### src/verilog/boa_pkg.sv
// Bus width, memory map and register offsets shared by the RTL and the testbench.
package boa_pkg;
    // Bus data and address width.
    localparam int data_w = 32;

    // Base address of the block RAM.
    localparam logic [data_w-1:0] ram_base  = 32'h4001_0000;
    // Base of the 4 KiB peripheral window.
    localparam logic [data_w-1:0] peri_base = 32'h8000_0000;

    // Register block offsets inside the peripheral window.
    localparam logic [11:0] uart_offs = 12'h000;
    localparam logic [11:0] gpio_offs = 12'h200;

    // UART registers.
    localparam logic [3:0] reg_data   = 4'h0;
    localparam logic [3:0] reg_status = 4'h4;

    // GPIO registers.
    localparam logic [3:0] reg_out = 4'h0;
    localparam logic [3:0] reg_oe  = 4'h4;
    localparam logic [3:0] reg_in  = 4'h8;

    // Routing targets of the address decoder.
    typedef enum logic [1:0] {
        tgt_ram,
        tgt_uart,
        tgt_gpio,
        tgt_none
    } target_e;
endpackage

### src/verilog/peri_gpio.sv
// GPIO peripheral with output, output-enable and synchronized input registers.
module peri_gpio import boa_pkg::*; (
    input  logic              clk,
    input  logic              rst_n,
    input  logic              sel,
    input  logic              write,
    input  logic [3:0]        addr,
    input  logic [data_w-1:0] wdata,
    output logic [data_w-1:0] rdata,
    input  logic [data_w-1:0] gpio_in,
    output logic [data_w-1:0] gpio_out,
    output logic [data_w-1:0] gpio_oe
);
    logic [data_w-1:0] in_meta;
    logic [data_w-1:0] in_sync;

    // Two-flop synchronizer on the pins.
    always_ff @(posedge clk) begin
        if (!rst_n) begin
            in_meta <= '0;
            in_sync <= '0;
        end else begin
            in_meta <= gpio_in;
            in_sync <= in_meta;
        end
    end

    always_ff @(posedge clk) begin
        if (!rst_n) begin
            gpio_out <= '0;
            gpio_oe  <= '0;
        end else if (sel && write) begin
            // Input register is read only.
            case (addr)
                reg_out: gpio_out <= wdata;
                reg_oe:  gpio_oe  <= wdata;
                default: ;
            endcase
        end
    end

    always_ff @(posedge clk) begin
        if (sel && !write) begin
            case (addr)
                reg_out: rdata <= gpio_out;
                reg_oe:  rdata <= gpio_oe;
                reg_in:  rdata <= in_sync;
                default: rdata <= '0;
            endcase
        end
    end
endmodule

### config.mk
export PLATFORM = sky130hd
export DESIGN_NAME = peri_gpio
export DESIGN_NICKNAME = d
export VERILOG_FILES = /design/src/verilog/boa_pkg.sv /design/src/verilog/peri_gpio.sv
export SDC_FILE = /design/constraint.sdc
export NUM_CORES = 1
export LEC_CHECK = 0
export BUFFER_PORTS_ARGS = -buffer_cell sky130_fd_sc_hd__buf_4
export CORE_UTILIZATION = 53
export CTS_CLUSTER_DIAMETER = 150
export DETAILED_ROUTE_END_ITERATION = 6
export PLACE_DENSITY_LB_ADDON = 0.3
export SETUP_SLACK_MARGIN = 0.05
export SLEW_MARGIN = 40
export SYNTH_ARGS = -nofsm -noshare
export SYNTH_HDL_FRONTEND = slang
export SYNTH_SLANG_ARGS = --single-unit
### constraint.sdc
create_clock -name clk -period 3.2 [get_ports clk]
set_input_delay 0.16 -clock clk [delete_from_list [all_inputs] [get_ports clk]]
set_output_delay 0.16 -clock clk [all_outputs]
set_load 0.01 [all_outputs]
==> results.md <==
- Outcome: complete, no violations
- GP Congestion: 0.805
- Post-layout util: 79.5%
- CTS H-tree depth: 4
- Max cap viols: 0
- Area leader, netlist: dfxtp_1
- Layout cells sized above 1: 28.8%
- Vias in the first global route: 4542
- P_leak: 3.60 nW
- Unrepaired setup endpoints after global routing: false
- Top FF cell, synth: dfxtp_1
- Setup TNS: 0 ns
- Setup CP Type: reg -> out
- Drc violations: 0
- Final Cycle Share: 39.2%
- Mean Syn Cell Area: 11.6 um2
- Die X: 105 um
- R2r startpoint: gpio_out[12]
- Slew headroom: 48.5%
- Core Footprint: 0.0103 mm2
- Area of the mapped netlist: 0.00565 mm2
- Insertion delay to the later sink of the worst-skew pair: 0.52 ns
- Crit path capture: rdata[26]
- Critical path buffers and inverters: 1
- PnR Total Power: 4.45 mW
- I/O pin count: 168
- Synth top area cells: dfxtp_1 45%, edfxtp_1 17%, mux2i_1 11%, and2_1 7.1%, nand2_1 6.4%
- Most frequent cell after synthesis: dfxtp_1
- Number of synthesized flops with an enable pin: 32
- Largest net degree at the start of global routing: 147
- Hold Fails Final Rpt: 0
- Fin cells: 861
- Highest clock rate: 798 MHz
- Sequential cell area fraction in the yosys report: 62.3%
- Wirelength, routed: 14600 um
- CP delay by family, top: flip-flops
- Critical Path End Type: primary output
- Diodes inserted: 0
- Worst VDD drop: 0.276 mV
- Synth unique cells: 17
- Final setup fails: 0
- Min Tclk post-route: 1.25 ns
- Clock sinks: 160
- Hold/Removal Path Class: in -> reg
- Slowest cell delay on critical path: 0.41 ns
- Worst endpoint required time: 3.04 ns
- Fin nets: 784
- Vias/cell: 5.24
- GRT Overall Usage: 27.2%
- Detail Placement HPWL: 8480 um
- Max clock buf depth: 2
- DRT Pass-1 Iters: 7
- Cell chain of the critical path: buf_4
- Fillers: 597
- Reg-to-reg slack, setup: 2.08 ns
- Initial antenna violation count: 0
- Die height: 105 um
- Initial Util: 54.7%
- Reg-to-reg critical path endpoint: rdata[12]
- WP data arrival: 1.09 ns
- Worst reg-to-reg path cell count: 2
- Via count: 4508
- Synth async-reset ratio: 0%
- Worst setup path start: rdata[26]
- Tightest Pin Transition: 0.773 ns
- Final Max Slew Viols: 0
- Hold Crit Start: write
- Post-synth top cells: 128 x dfxtp_1, 96 x nand2_1, 64 x and2_1, 64 x mux2i_1
- Synthesized Nets: 561
- Layout area overhead: 45.3%
- WL per Instance: 17.0 um
- Cells after synthesis: 489
- WP depth: 1
- Power per standard cell area: 542 mW/mm2
- Die area: 0.0111 mm2
- PortBufs: 167
- Row count: 37
- Clk_skew: 0.00520 ns
- Top cell type's share of synthesized area: 45.3%
- Global-route wire length before repair: 22900 um
- TritonCTS Buffers: 17
- Root buf cell: clkbuf_8
- Yosys reg bits: 160
- Placed cells: 765
- Gr ovfl total: 0
- Startpoint type of the worst setup path: register
- Clk pin slew, worst setup/hold paths: 0.06 ns
- CP max FO: 1
- CP max stage cell: edfxtp_1
- YS warnings: 0
- Iter 0 DRT Violations: 320
- TritonCTS clock tree: built
- Post-route ant nets: 0
## cells by family (layout without fill, tap and decap cells)
kind of cell | count (synthesis) | in the layout | synth area share, %
simple gates | 166 | 166 | 14.7
buf+inv | 67 | 303 | 5.96
flops | 160 | 160 | 62.3
compound gates | 32 | 32 | 5.67
mux | 64 | 64 | 11.3
## stage by stage
step                area, um2  hold slack (ns)  setup slack, ns
finish                   8210           0.0336             1.95
global placement         6930            0.367             1.34
detailed placement       6970            0.367             1.57
floorplan                5650            0.282             1.16
global route             8210           0.0281             1.91
CTS                      8210           0.0181             1.93
## layer usage
| layer | global-route usage (%) | share of wire (%) | wire [um] | vias up |
|---|---|---|---|---|
| met5 | 0 | 0 | 0 | - |
| met4 | 14.4 | 3.3 | 488 | 0 |
| met3 | 6.18 | 6.8 | 1000 | 40 |
| met2 | 47.7 | 52 | 7610 | 211 |
| met1 | 30.6 | 38 | 5550 | 2148 |
| li1 | - | - | - | 2109 |
## registers in the layout, indices dropped and copies added, names as in the netlist
register / flops
rdata: 32
gpio_oe: 32
in_sync: 32
in_meta: 32
gpio_out: 32
## worst min path at each step
stage | cells after the start | endpoint | slack (ns)
floorplan | 1 | in_meta[21] | 0.28
global placement | 2 | in_meta[2] | 0.37
detailed placement | 2 | in_meta[21] | 0.37
CTS | 2 | rdata[17] | 0.02
global route | 2 | rdata[17] | 0.03
finish | 2 | rdata[15] | 0.03
## placed cells by master, fill, tap and decap left out
cell           netlist  routed
buf_8                0       2
clkbuf_1            25       2
clkinv_1             0       2
nor4b_4              1       2
inv_1               32      32
and2_1              64      64
inv_4                0       1
buf_4                1     172
nand2_1             96      96
clkinvlp_4           0       1
a222oi_1            32      32
edfxtp_1            32      32
clkinv_4             0       1
clkbuf_16            0      17
dfxtp_1            128     128
bufinv_16            0       3
mux2i_1             64      64
clkinv_2             0       3
clkbuf_8             0       3
and3_4               0       2
nor4_4               0       1
nor2b_4              0       1
dlygate4sd3_1        0      64
## final cells by class
class	count	area [um2]	area share [%]
repair buffers	239	1980	24.1
well taps	136	170	2.07
clock buffers	21	460	5.61
multi-input cells	262	1830	22.2
clock inverters	11	135	1.65
flip-flops and latches	160	3520	42.9
inverters	32	120	1.46
## where the power goes
| group | total (mW) | switching, mW | internal [mW] |
|---|---|---|---|
| Combinational | 0.304 | 0.132 | 0.172 |
| Clock | 2.02 | 0.768 | 1.25 |
| Sequential | 2.13 | 0.0196 | 2.11 |
## what timing repair did
action,in CTS,in global routing
hold buffers,64,0
setup buffers,0,0
endpoints found under the hold margin,95,0
resized for setup,0,0
No activity file was read; power rests on OpenSTA's default activity.
