`config.mk`:
```
export PLATFORM = sky130hd
export DESIGN_NAME = mem_mux
export DESIGN_NICKNAME = d
export VERILOG_FILES = /design/src/verilog/boa_pkg.sv /design/src/verilog/mem_mux.sv
export SDC_FILE = /design/constraint.sdc
export NUM_CORES = 1
export LEC_CHECK = 0
export BUFFER_PORTS_ARGS = -buffer_cell sky130_fd_sc_hd__buf_2
export CAP_MARGIN = 20
export CORE_AREA = 2 2 97 99
export CTS_CLUSTER_SIZE = 25
export DETAILED_ROUTE_END_ITERATION = 8
export DIE_AREA = 0 0 99 101
export GPL_TIMING_DRIVEN = 0
export HOLD_SLACK_MARGIN = 0.15
export PLACE_DENSITY_LB_ADDON = 0.12
export SLEW_MARGIN = 20
export SYNTH_ARGS = -nofsm -noshare
export SYNTH_HDL_FRONTEND = slang
export SYNTH_SLANG_ARGS = --single-unit
```
`constraint.sdc`:
```
create_clock -name clk -period 2.7 [get_ports clk]
set_input_delay 0.27 -clock clk [delete_from_list [all_inputs] [get_ports clk]]
set_output_delay 0.27 -clock clk [all_outputs]
set_load 0.1 [all_outputs]
```
`src/verilog/boa_pkg.sv`:
```
// Bus width, memory map and register offsets shared by the RTL and the testbench.
package boa_pkg;
    // Bus data and address width.
    localparam int data_w = 32;

    // Base address of the block RAM.
    localparam logic [data_w-1:0] ram_base  = 32'h4001_0000;
    // Base of the 4 KiB peripheral window.
    localparam logic [data_w-1:0] peri_base = 32'h8000_0000;

    // Register block offsets inside the peripheral window.
    localparam logic [11:0] uart_offs = 12'h000;
    localparam logic [11:0] gpio_offs = 12'h200;

    // UART registers.
    localparam logic [3:0] reg_data   = 4'h0;
    localparam logic [3:0] reg_status = 4'h4;

    // GPIO registers.
    localparam logic [3:0] reg_out = 4'h0;
    localparam logic [3:0] reg_oe  = 4'h4;
    localparam logic [3:0] reg_in  = 4'h8;

    // Routing targets of the address decoder.
    typedef enum logic [1:0] {
        tgt_ram,
        tgt_uart,
        tgt_gpio,
        tgt_none
    } target_e;
endpackage

```
`src/verilog/mem_mux.sv`:
```
// Address decoder routing bus requests to RAM, UART or GPIO and returning their responses.
module mem_mux import boa_pkg::*; #(
    // RAM word address bits, sets the RAM region size.
    parameter int ram_abits = 10
)(
    input  logic              clk,
    input  logic              rst_n,
    input  logic              req_valid,
    input  logic              req_write,
    input  logic [data_w-1:0] req_addr,
    input  logic [data_w-1:0] req_wdata,
    output logic              req_ready,
    output logic              resp_valid,
    output logic [data_w-1:0] resp_rdata,
    input  logic              uart_busy,
    input  logic [data_w-1:0] ram_rdata,
    input  logic [data_w-1:0] uart_rdata,
    input  logic [data_w-1:0] gpio_rdata,
    output logic              ram_sel,
    output logic              uart_sel,
    output logic              gpio_sel,
    output logic              tgt_write,
    // RAM word index or peripheral register offset.
    output logic [11:0]       tgt_addr,
    output logic [data_w-1:0] tgt_wdata
);
    localparam int ram_lsb = ram_abits + 2;

    target_e target;
    target_e target_q;
    logic    hold;
    logic    accept;

    // Peripheral blocks are 16 bytes each.
    always_comb begin
        target = tgt_none;
        if (req_addr[data_w-1:ram_lsb] == ram_base[data_w-1:ram_lsb]) begin
            target = tgt_ram;
        end else if (req_addr[data_w-1:12] == peri_base[data_w-1:12]) begin
            if (req_addr[11:4] == uart_offs[11:4]) begin
                target = tgt_uart;
            end else if (req_addr[11:4] == gpio_offs[11:4]) begin
                target = tgt_gpio;
            end
        end
    end

    // Stall a UART data write while its transmit FIFO is full.
    assign hold = req_valid && req_write && target == tgt_uart
                  && req_addr[3:0] == reg_data && uart_busy;
    assign req_ready = !hold;
    assign accept    = req_valid && req_ready;

    assign ram_sel   = accept && target == tgt_ram;
    assign uart_sel  = accept && target == tgt_uart;
    assign gpio_sel  = accept && target == tgt_gpio;
    assign tgt_write = req_write;
    assign tgt_addr  = target == tgt_ram ? req_addr[13:2] : req_addr[11:0];
    assign tgt_wdata = req_wdata;

    always_ff @(posedge clk) begin
        if (!rst_n) begin
            resp_valid <= 1'b0;
            target_q   <= tgt_none;
        end else begin
            resp_valid <= accept;
            // Writes and unmapped reads answer zero.
            if (accept && !req_write) begin
                target_q <= target;
            end else begin
                target_q <= tgt_none;
            end
        end
    end

    always_comb begin
        case (target_q)
            tgt_ram:  resp_rdata = ram_rdata;
            tgt_uart: resp_rdata = uart_rdata;
            tgt_gpio: resp_rdata = gpio_rdata;
            default:  resp_rdata = '0;
        endcase
    end
endmodule

```
==> flow_summary.toml <==
[grt]
first_global_vias = 1829
grt_antenna_before_repair = 0
grt_util_all_layers_pct = 9.70
grt_max_degree = 11
gr-total-overflow = 0
grt_pass1_wl_um = 8180

[sta]
finalCritPeriodShare_pct = 88.5
setup_viol = 0
max_freq_mhz = 419
tns_ns = 0
worst_pin_slew_ns = 0.479
rsz0062_at_grt = "false"
final_max_slew_viol_count = 0
hold_viol = 0
final.min_clock_period_ns = 2.39
slew_headroom_pct = 67.8
layout_setup_ws_ns = 0.312
timing.hold.ws_ns = 0.321

[clocking]
cts.repair.resized = 0
cts_tree = "built"
htreeDepth = 1
post_cts_buffers = 0
hold_buffers = 0
cts_made_buffers = 3
clockRootBuffer = "clkbuf_8"
clock-sinks = 3
clock_path_buffers = 2
cts.clk_slew.worst_paths_ns = 0.03

[yosys]
async_flop_share_pct = 0
synthAdderAreaFrac_pct = 0
synthMuxAreaShare_pct = 34.0
synthXorXnorAreaFrac_pct = 0
netlist_area_um2 = 1270
syn_inst = 185
synth-main-ff-cell = "dfxtp_1"
synth_seq_cells = 3
synth_edf_count = 0
ys_seq_area_share_pct = 4.72
synth_compound_area_share_pct = 13.8
synth_cell_types = 27
synthSimpleGateAreaFrac_pct = 23.4
synth_top_family_by_area = "multiplexers"
syn_nets = 350
yosys_warnings = 0
avgSynthCellArea_um2 = 6.88

[place]
dpl.hpwl_um = 5010
io_buffers = 214
gp_congestion = 0.740
dp_slack_ns = 0.340

[setup_path]
crit_family = "buffers and inverters"
slowest_stage = "buf_2"
crit_chain = "clkbuf_1, nor2b_1, clkbuf_1, clkbuf_1, nand2_1, o21ai_1, buf_2"
end_kind = "output pin"
critPathMaxFanout = 10
slowest_delay_ns = 0.44
arrival_ns = 2.12
path_class = "reg2out"
crit_buf_inv = 4
startpoint_type = "flip-flop"
crit_top_cell = "clkbuf_1"
critPathRequiredTime_ns = 2.43

[floorplan]
coreArea_um2 = 8980
dieArea_um2 = 10000
chipHeight_um = 101
start_util_pct = 14.2
num_rows = 35
die_width_um = 99
io-pin-count = 247

[worst_hold_path]
min_to = "resp_valid"
hold_depth = 3
worstHoldPathType = "in2reg"
min_from = "rst_n"

[route]
drc = 0
drtIter0Drc = 24
via_count = 2023
ant_nets = 0
wl_per_cell_um = 11.0
drt-total-wl_um = 5650
dr.pass1.iters = 4
viasPerCell = 3.94

[pwr]
p_sw_share_pct = 55.5
ir_worst_vdd_mv = 0.131
clkPwrFrac_pct = 20.1
p_leak_nw = 1.62
p_per_area_nw_per_um2 = 252
total_power_mw = 0.638
power.switching_mw = 0.354
p_seq_share_pct = 7.2
p_comb_share_pct = 72.7
p_int_mw = 0.284

[final_layout]
diodes = 0
drive_gt1_share_pct = 65.0
area.growth.synth_to_final_pct = 98.9
num-fill-cells = 1006
nNetsFinal = 569
fin_util_pct = 28.2

[run_status]
status = "finished, final reports clean"

[job]
maxCapViolCount = 0
[worst min-delay path: stages]
cell,delay (ns)
buf_2,0.10
nand2_1,0.07
a21oi_1,0.04
[through the flow]
stage                     instance area (µm²)  cells
after CTS                                2530    514
after global placement                   2490    510
final                                    2530    514
after floorplan                          1280    185
after global routing                     2530    514
after detailed placement                 2490    510
[power groups by stage]
| stage | Combinational, mW | Sequential (mW) | Clock [mW] |
|---|---|---|---|
| after floorplan | 0.331 | 0.0520 | 0 |
| after global placement | 0.465 | 0.0462 | 0 |
| after detailed placement | 0.466 | 0.0462 | 0 |
| after CTS | 0.467 | 0.0456 | 0.133 |
| after global routing | 0.485 | 0.0457 | 0.138 |
| final | 0.464 | 0.0456 | 0.128 |
[worst max path at each step]
stage	start	end	slack (ns)	cells past startpoint
after floorplan	req_addr[20]	gpio_sel	0.13	4
after global placement	req_addr[13]	tgt_addr[7]	0.32	7
after detailed placement	req_addr[13]	tgt_addr[9]	0.34	7
after CTS	target_q[1]	resp_rdata[1]	0.21	7
after global routing	target_q[1]	resp_rdata[8]	0.03	7
final	target_q[1]	resp_rdata[17]	0.31	7
[flip-flops by register name, summed over array words and instances (netlist names)]
| name | count |
|---|---|
| target_q | 2 |
| resp_valid | 1 |
[synthesized netlist by cell type (2+ instances only)]
| library cell | n | share of area, % |
|---|---|---|
| mux2i_1 | 32 | 25 |
| mux2_1 | 6 | 5.3 |
| buf_2 | 3 | 1.2 |
| o21ai_0 | 34 | 13 |
| nand3b_1 | 2 | 1.2 |
| mux2_2 | 4 | 3.5 |
| buf_4 | 33 | 19 |
| dfxtp_1 | 3 | 4.7 |
| nand2_1 | 35 | 10 |
| nor2b_1 | 3 | 1.5 |
| clkbuf_1 | 8 | 2.4 |
| nor4_1 | 5 | 2.5 |
| nor2_1 | 3 | 0.88 |
[metal layers]
metal | global-route usage [%] | up-vias | part of all wire (%)
li1 | - | 1050 | -
met4 | 2.21 | 0 | 0
met1 | 10.3 | 853 | 35
met3 | 1.32 | 0 | 10
met5 | 0 | - | 0
met2 | 19.9 | 120 | 54
[layout make-up]
type / count / area (µm²) / share of cell area [%]
timing repair buffer: 214 / 1070 / 42.3
multi-input combinational: 136 / 911 / 36.0
buffer: 45 / 304 / 12.0
tap: 111 / 139 / 5.48
sequential: 3 / 60.1 / 2.37
clock buffer: 4 / 45.0 / 1.78
inverter: 1 / 3.75 / 0.148
[placed cells by master, fill, tap and decap left out]
cell type	count
nor2b_1	3
nand2_1	35
clkbuf_1	9
nor4_1	5
buf_2	217
nor4_2	1
buf_6	1
or2_2	1
nor2_1	3
o21ai_1	32
mux2_2	4
a21oi_1	1
mux2i_1	32
buf_4	33
nand3_1	1
mux2_1	6
clkbuf_8	3
nand4b_1	1
nand3b_1	2
nor3_4	1
and3b_1	1
nor3_2	1
and2_1	1
o21ai_0	2
nand4_1	1
dfxtp_1	3
inv_1	1
nor4b_1	1
or3_1	1
[kinds of logic (layout without fill, tap and decap cells)]
family                 after synthesis  count (layout)
and+or+nand+nor                     59              59
AOI/OAI and AO/OA                   35              35
DFF                                  3               3
buffers and inverters               46             264
muxes                               42              42
Note: power is estimated with default switching activity, not from simulation.
