--- config.mk ---
export PLATFORM = sky130hd
export DESIGN_NAME = peri_uart
export DESIGN_NICKNAME = d
export VERILOG_FILES = /design/src/verilog/boa_pkg.sv /design/src/verilog/byte_fifo.sv /design/src/verilog/peri_uart.sv
export SDC_FILE = /design/constraint.sdc
export NUM_CORES = 1
export LEC_CHECK = 0
export BUFFER_PORTS_ARGS = -buffer_cell sky130_fd_sc_hd__buf_2
export CORE_MARGIN = 5
export CORE_UTILIZATION = 45
export CTS_CLUSTER_DIAMETER = 50
export DETAILED_ROUTE_END_ITERATION = 10
export GPL_ROUTABILITY_DRIVEN = 0
export PLACE_DENSITY_LB_ADDON = 0.15
export SYNTH_ARGS = -nofsm -noshare
export SYNTH_HDL_FRONTEND = slang
export SYNTH_SLANG_ARGS = --single-unit
--- constraint.sdc ---
create_clock -name clk -period 4.5 [get_ports clk]
set_input_delay 0.45 -clock clk [delete_from_list [all_inputs] [get_ports clk]]
set_output_delay 0.45 -clock clk [all_outputs]
set_load 0.01 [all_outputs]
--- src/verilog/boa_pkg.sv ---
// Bus width, memory map and register offsets shared by the RTL and the testbench.
package boa_pkg;
    // Bus data and address width.
    localparam int data_w = 32;

    // Base address of the block RAM.
    localparam logic [data_w-1:0] ram_base  = 32'h4001_0000;
    // Base of the 4 KiB peripheral window.
    localparam logic [data_w-1:0] peri_base = 32'h8000_0000;

    // Register block offsets inside the peripheral window.
    localparam logic [11:0] uart_offs = 12'h000;
    localparam logic [11:0] gpio_offs = 12'h200;

    // UART registers.
    localparam logic [3:0] reg_data   = 4'h0;
    localparam logic [3:0] reg_status = 4'h4;

    // GPIO registers.
    localparam logic [3:0] reg_out = 4'h0;
    localparam logic [3:0] reg_oe  = 4'h4;
    localparam logic [3:0] reg_in  = 4'h8;

    // Routing targets of the address decoder.
    typedef enum logic [1:0] {
        tgt_ram,
        tgt_uart,
        tgt_gpio,
        tgt_none
    } target_e;
endpackage

--- src/verilog/byte_fifo.sv ---
// Synchronous byte FIFO with full and empty flags, used by the UART for both directions.
module byte_fifo #(
    // Number of entries.
    parameter int depth = 4
)(
    input  logic       clk,
    input  logic       rst_n,
    input  logic       push,
    input  logic [7:0] push_data,
    input  logic       pop,
    output logic [7:0] pop_data,
    output logic       full,
    output logic       empty
);
    localparam int ptr_w = depth > 1 ? $clog2(depth) : 1;

    logic [7:0]       mem [depth];
    logic [ptr_w-1:0] wr_ptr;
    logic [ptr_w-1:0] rd_ptr;
    logic [ptr_w:0]   count;
    logic             do_push;
    logic             do_pop;

    assign full     = count == (ptr_w + 1)'(depth);
    assign empty    = count == '0;
    assign do_push  = push && !full;
    assign do_pop   = pop && !empty;
    // Head entry is always visible.
    assign pop_data = mem[rd_ptr];

    always_ff @(posedge clk) begin
        if (!rst_n) begin
            wr_ptr <= '0;
            rd_ptr <= '0;
            count  <= '0;
        end else begin
            if (do_push) begin
                wr_ptr <= wr_ptr == ptr_w'(depth - 1) ? '0 : wr_ptr + 1'b1;
            end
            if (do_pop) begin
                rd_ptr <= rd_ptr == ptr_w'(depth - 1) ? '0 : rd_ptr + 1'b1;
            end
            if (do_push && !do_pop) begin
                count <= count + 1'b1;
            end else if (do_pop && !do_push) begin
                count <= count - 1'b1;
            end
        end
    end

    always_ff @(posedge clk) begin
        if (do_push) begin
            mem[wr_ptr] <= push_data;
        end
    end
endmodule

--- src/verilog/peri_uart.sv ---
// UART peripheral with data and status registers, FIFO-buffered in both directions.
module peri_uart import boa_pkg::*; #(
    // FIFO depth for each direction.
    parameter int depth        = 4,
    // Bit period in clocks.
    parameter int clks_per_bit = 8
)(
    input  logic              clk,
    input  logic              rst_n,
    input  logic              sel,
    input  logic              write,
    input  logic [3:0]        addr,
    input  logic [data_w-1:0] wdata,
    output logic [data_w-1:0] rdata,
    // Transmit FIFO cannot take a write.
    output logic              busy,
    output logic              txd,
    input  logic              rxd,
    output logic              tx_empty,
    output logic              rx_full
);
    localparam int div_w = $clog2(clks_per_bit);
    localparam logic [div_w-1:0] bit_last  = div_w'(clks_per_bit - 1);
    localparam logic [div_w-1:0] half_last = div_w'(clks_per_bit / 2 - 1);

    logic             tx_push;
    logic             tx_pop;
    logic [7:0]       tx_data;
    logic             tx_full;
    logic             tx_active;
    logic [div_w-1:0] tx_div;
    logic [3:0]       tx_cnt;
    logic [8:0]       tx_shift;

    logic             rx_pop;
    logic             rx_push;
    logic [7:0]       rx_data;
    logic             rx_empty;
    logic             rx_meta;
    logic             rx_s;
    logic             rx_active;
    logic [div_w-1:0] rx_div;
    logic [3:0]       rx_cnt;
    logic [7:0]       rx_shift;

    assign tx_push = sel && write && addr == reg_data;
    assign rx_pop  = sel && !write && addr == reg_data;
    assign busy    = tx_full;
    // Load a new frame whenever the transmitter is idle.
    assign tx_pop  = !tx_active && !tx_empty;

    byte_fifo #(.depth(depth)) tx_fifo (
        .clk      (clk),
        .rst_n    (rst_n),
        .push     (tx_push),
        .push_data(wdata[7:0]),
        .pop      (tx_pop),
        .pop_data (tx_data),
        .full     (tx_full),
        .empty    (tx_empty)
    );

    byte_fifo #(.depth(depth)) rx_fifo (
        .clk      (clk),
        .rst_n    (rst_n),
        .push     (rx_push),
        .push_data(rx_shift),
        .pop      (rx_pop),
        .pop_data (rx_data),
        .full     (rx_full),
        .empty    (rx_empty)
    );

    always_ff @(posedge clk) begin
        if (sel && !write) begin
            case (addr)
                reg_data:   rdata <= rx_empty ? '0 : data_w'(rx_data);
                reg_status: rdata <= data_w'({!rx_empty, rx_full, tx_full, tx_empty});
                default:    rdata <= '0;
            endcase
        end
    end

    // Transmitter: start bit, 8 data bits LSB first, stop bit.
    always_ff @(posedge clk) begin
        if (!rst_n) begin
            tx_active <= 1'b0;
            tx_div    <= '0;
            tx_cnt    <= '0;
            txd       <= 1'b1;
        end else if (!tx_active) begin
            if (!tx_empty) begin
                tx_active <= 1'b1;
                tx_div    <= '0;
                tx_cnt    <= '0;
                txd       <= 1'b0;
            end
        end else if (tx_div == bit_last) begin
            tx_div <= '0;
            if (tx_cnt == 4'd9) begin
                tx_active <= 1'b0;
            end else begin
                txd    <= tx_shift[0];
                tx_cnt <= tx_cnt + 1'b1;
            end
        end else begin
            tx_div <= tx_div + 1'b1;
        end
    end

    // Data bits with the stop bit behind them.
    always_ff @(posedge clk) begin
        if (tx_pop) begin
            tx_shift <= {1'b1, tx_data};
        end else if (tx_active && tx_div == bit_last) begin
            tx_shift <= {1'b1, tx_shift[8:1]};
        end
    end

    always_ff @(posedge clk) begin
        if (!rst_n) begin
            rx_meta <= 1'b1;
            rx_s    <= 1'b1;
        end else begin
            rx_meta <= rxd;
            rx_s    <= rx_meta;
        end
    end

    // Receiver samples at mid-bit, counted from the start edge.
    always_ff @(posedge clk) begin
        if (!rst_n) begin
            rx_active <= 1'b0;
            rx_div    <= '0;
            rx_cnt    <= '0;
            rx_push   <= 1'b0;
        end else begin
            rx_push <= 1'b0;
            if (!rx_active) begin
                if (!rx_s) begin
                    rx_active <= 1'b1;
                    rx_div    <= half_last;
                    rx_cnt    <= '0;
                end
            end else if (rx_div != '0) begin
                rx_div <= rx_div - 1'b1;
            end else begin
                rx_div <= bit_last;
                rx_cnt <= rx_cnt + 1'b1;
                if (rx_cnt == 4'd0 && rx_s) begin
                    // Glitch, not a start bit.
                    rx_active <= 1'b0;
                end else if (rx_cnt == 4'd9) begin
                    rx_active <= 1'b0;
                    rx_push   <= rx_s;
                end
            end
        end
    end

    always_ff @(posedge clk) begin
        if (rx_active && rx_div == '0 && rx_cnt != 4'd0 && rx_cnt != 4'd9) begin
            rx_shift <= {rx_s, rx_shift[7:1]};
        end
    end
endmodule
==> flow_summary.ini <==
[detailed_routing]
routedWlPerCell_um = 15.7
vias = 2848
post-route-drc-count = 0
wl_um = 8910
firstDrtPassIters = 4
postRouteAntennaNets = 0
initialDrtViolationCount = 181
vias_per_cell = 5.01

[floorplanning]
die_w_um = 120
initial_core_util_pct = 45.5
core_area_sq_um = 11900
ios = 77
dieArea_sq_um = 14300
rows = 40
die_h_um = 120

[grt]
grt_use_met2_pct = 20.4
grtUsageMet3_pct = 4.67
grt_overflow_total = 0
busiest_layer = met2
grt_max_degree = 43
gr-usage-met1_pct = 17.8
antenna_found_initial = 0
grt_pass1_wl_um = 14800
grt_pass1_vias = 2904
track_usage_pct = 13.8

[pwr]
switching_share_pct = 25.5
clockPowerShare_pct = 41.5
power.total_mw = 3.16
ir_drop_mv = 0.226
p_int_mw = 2.35
power_switching_mw = 0.806
p_seq_share_pct = 45.4
p_per_area_nw_per_um2 = 514
cellLeakagePower_nw = 2.21
share_comb_of_total_power_pct = 13.1

[clock_network]
postCtsHoldBufs = 0
clk_pin_slew_ns = 0.05
clkLatencyLatePin_ns = 0.42
cts_root_buf = clkbuf_16
htreeDepth = 4
cts_tree = built
cts_setup_buffers = 0
cts_resized = 0
cts_buffers = 17
numClockSinks = 126
clk_path_buf_depth = 2

[yosys]
yosysWarnings = 0
synth_cell_types = 46
postSynthCellCount = 377
syn_area_sq_um = 5400
synth_ff_type = edfxtp_1
synth_edf_count = 88
avgSynthCellArea_sq_um = 14.3
seq_area_frac_synth_pct = 63.1
synth-seq-cells = 126
synth-async-reset-ratio_pct = 0

[final_layout]
nets = 472
area_delta_synth_final_pct = 13.8
drive_above_1_share_pct = 21.6
final_cell_mix = 88 x edfxtp_1, 38 x dfxtp_1, 28 x buf_2
diodes = 0
fin_util_pct = 51.8
final_common_cell = edfxtp_1

[run_status]
status = completed

[sta]
hold_slack_ns = 0.215
min_period_ns = 2.64
postLayoutSetupSlackWorst_ns = 1.86
max_slew.worst_pin.slew_ns = 0.811
rsz0062_at_grt = false
finalHoldViolCount = 0
setup_tns_ns = 0
drv_slew = 0
fmax_mhz = 379
fin_crit_sh_pct = 58.6
setup_viol = 0
clock_skew_ns = 0.00403
slew_headroom_pct = 45.7

[worst_setup_path]
endpoint_kind = flip-flop
start_kind = flip-flop
cp.required_ns = 4.84
r2r-end = tx_fifo.count[2]$_SDFFE_PN0P_
endpoint = tx_fifo.count[2]$_SDFFE_PN0P_
crit_start = tx_fifo.count[0]$_SDFFE_PN0P_
reg2regPathDepth = 8
worstSetupPathType = flip-flop to flip-flop
r2r-start = tx_fifo.count[0]$_SDFFE_PN0P_
worstPathArrival_ns = 2.97
r2r_slack_ns = 1.86
cp_max_fo = 9

[placement]
hpwl_um = 5820
io_buffers = 28
place_ws_ns = 1.63

[run]
cap_viol_max_count = 0

[min_path]
holdCritPathClass = input port to flip-flop
[registers in the layout, indices dropped and copies added, names as in the netlist, named ones only]
name and cells:
rdata 8, rx_cnt 4, rx_push 1, rx_meta 1, tx_div 3, txd 1
rx_fifo.count 3, tx_fifo.mem 32, tx_shift 8, rx_fifo.wr_ptr 2, tx_fifo.wr_ptr 2, tx_cnt 4
tx_active 1, rx_shift 8, rx_s 1, tx_fifo.count 3, rx_active 1, rx_div 3
rx_fifo.rd_ptr 2, tx_fifo.rd_ptr 2, rx_fifo.mem 32
[stage by stage]
stage,instance area (sq um),instances
final,6140,568
after floorplan,5480,400
after global routing,6140,568
after global placement,5570,536
after detailed placement,5570,536
after CTS,6140,568
[routing by layer]
metal	share of wire [%]	wire length [um]	vias to the layer above
met3	6.1	543	18
met5	0	0	-
met1	46	4070	1369
met2	46	4080	69
li1	-	-	1392
met4	2.4	213	0
[worst min path at each step]
stage	startpoint	end	slack (ns)	cells past startpoint
floorplan	rx_meta$_SDFF_PN1_	rx_s$_SDFF_PN1_	0.39	1
global placement	rx_meta$_SDFF_PN1_	rx_s$_SDFF_PN1_	0.39	1
detailed placement	rx_meta$_SDFF_PN1_	rx_s$_SDFF_PN1_	0.41	1
CTS	rxd	rx_meta$_SDFF_PN1_	0.19	2
global route	rxd	rx_meta$_SDFF_PN1_	0.21	2
finish	rxd	rx_meta$_SDFF_PN1_	0.22	2
[logic make-up (layout without fill, tap and decap cells)]
logic type	count (synthesis)	count (layout)	share of synthesized area (%)
XOR/XNOR	6	6	0.974
adder cells (fa/ha/maj)	23	23	5.61
flip-flops	126	126	63.1
AND/OR/NAND/NOR	99	99	10.5
buffers and inverters	54	75	5.52
multiplexers	31	31	9.64
AO/OA/AOI/OAI	37	37	4.66
other	1	24	0.0695
[worst max-delay path: stages (launching register included)]
cell,delay (ns)
dfxtp_1,0.46
nor3b_1,0.19
nor3b_2,0.48
ha_1,0.29
inv_1,0.07
fa_1,0.43
xor2_1,0.18
or3_1,0.30
a21boi_0,0.17
[power groups by stage]
stage / Combinational (mW) / Sequential, mW / Clock, mW
2_1_floorplan: 0.354 / 1.41 / 0
3_3_place_gp: 0.413 / 1.46 / 0
3_5_place_dp: 0.422 / 1.46 / 0
4_1_cts: 0.425 / 1.44 / 1.34
5_1_grt: 0.472 / 1.45 / 1.40
6_report: 0.414 / 1.43 / 1.31
[cells in the mapped netlist (all sizes together), types with 2 or more instances]
library cell / count / area, sq um
a21boi: 5 / 37.5
a21oi: 6 / 30.0
a32o: 3 / 30.0
and2: 15 / 93.8
buf: 28 / 200
clkbuf: 12 / 45.0
dfxtp: 38 / 761
edfxtp: 88 / 2640
fa: 2 / 40.0
ha: 21 / 263
inv: 14 / 52.6
mux2: 8 / 90.1
mux2i: 7 / 70.1
mux4: 16 / 360
nand2: 18 / 67.6
nand2b: 4 / 25.0
nand3: 11 / 55.1
nand3b: 3 / 22.5
nand4: 2 / 12.5
nand4b: 2 / 17.5
nor2: 15 / 58.8
nor2b: 14 / 87.6
nor3: 5 / 41.3
nor3b: 3 / 27.5
o21ai: 13 / 65.1
o311a: 2 / 20.0
or3: 4 / 25.0
xnor2: 3 / 26.3
xor2: 3 / 26.3
[final cells by class]
type	count	area (sq um)
timing repair buffer	29	148
fill	1039	5720
multi-input combinational	220	1780
clock inverter	15	148
inverter	14	52.6
clock buffer	17	425
tap	147	184
sequential	126	3400
No activity file was read; power rests on OpenSTA's default activity.
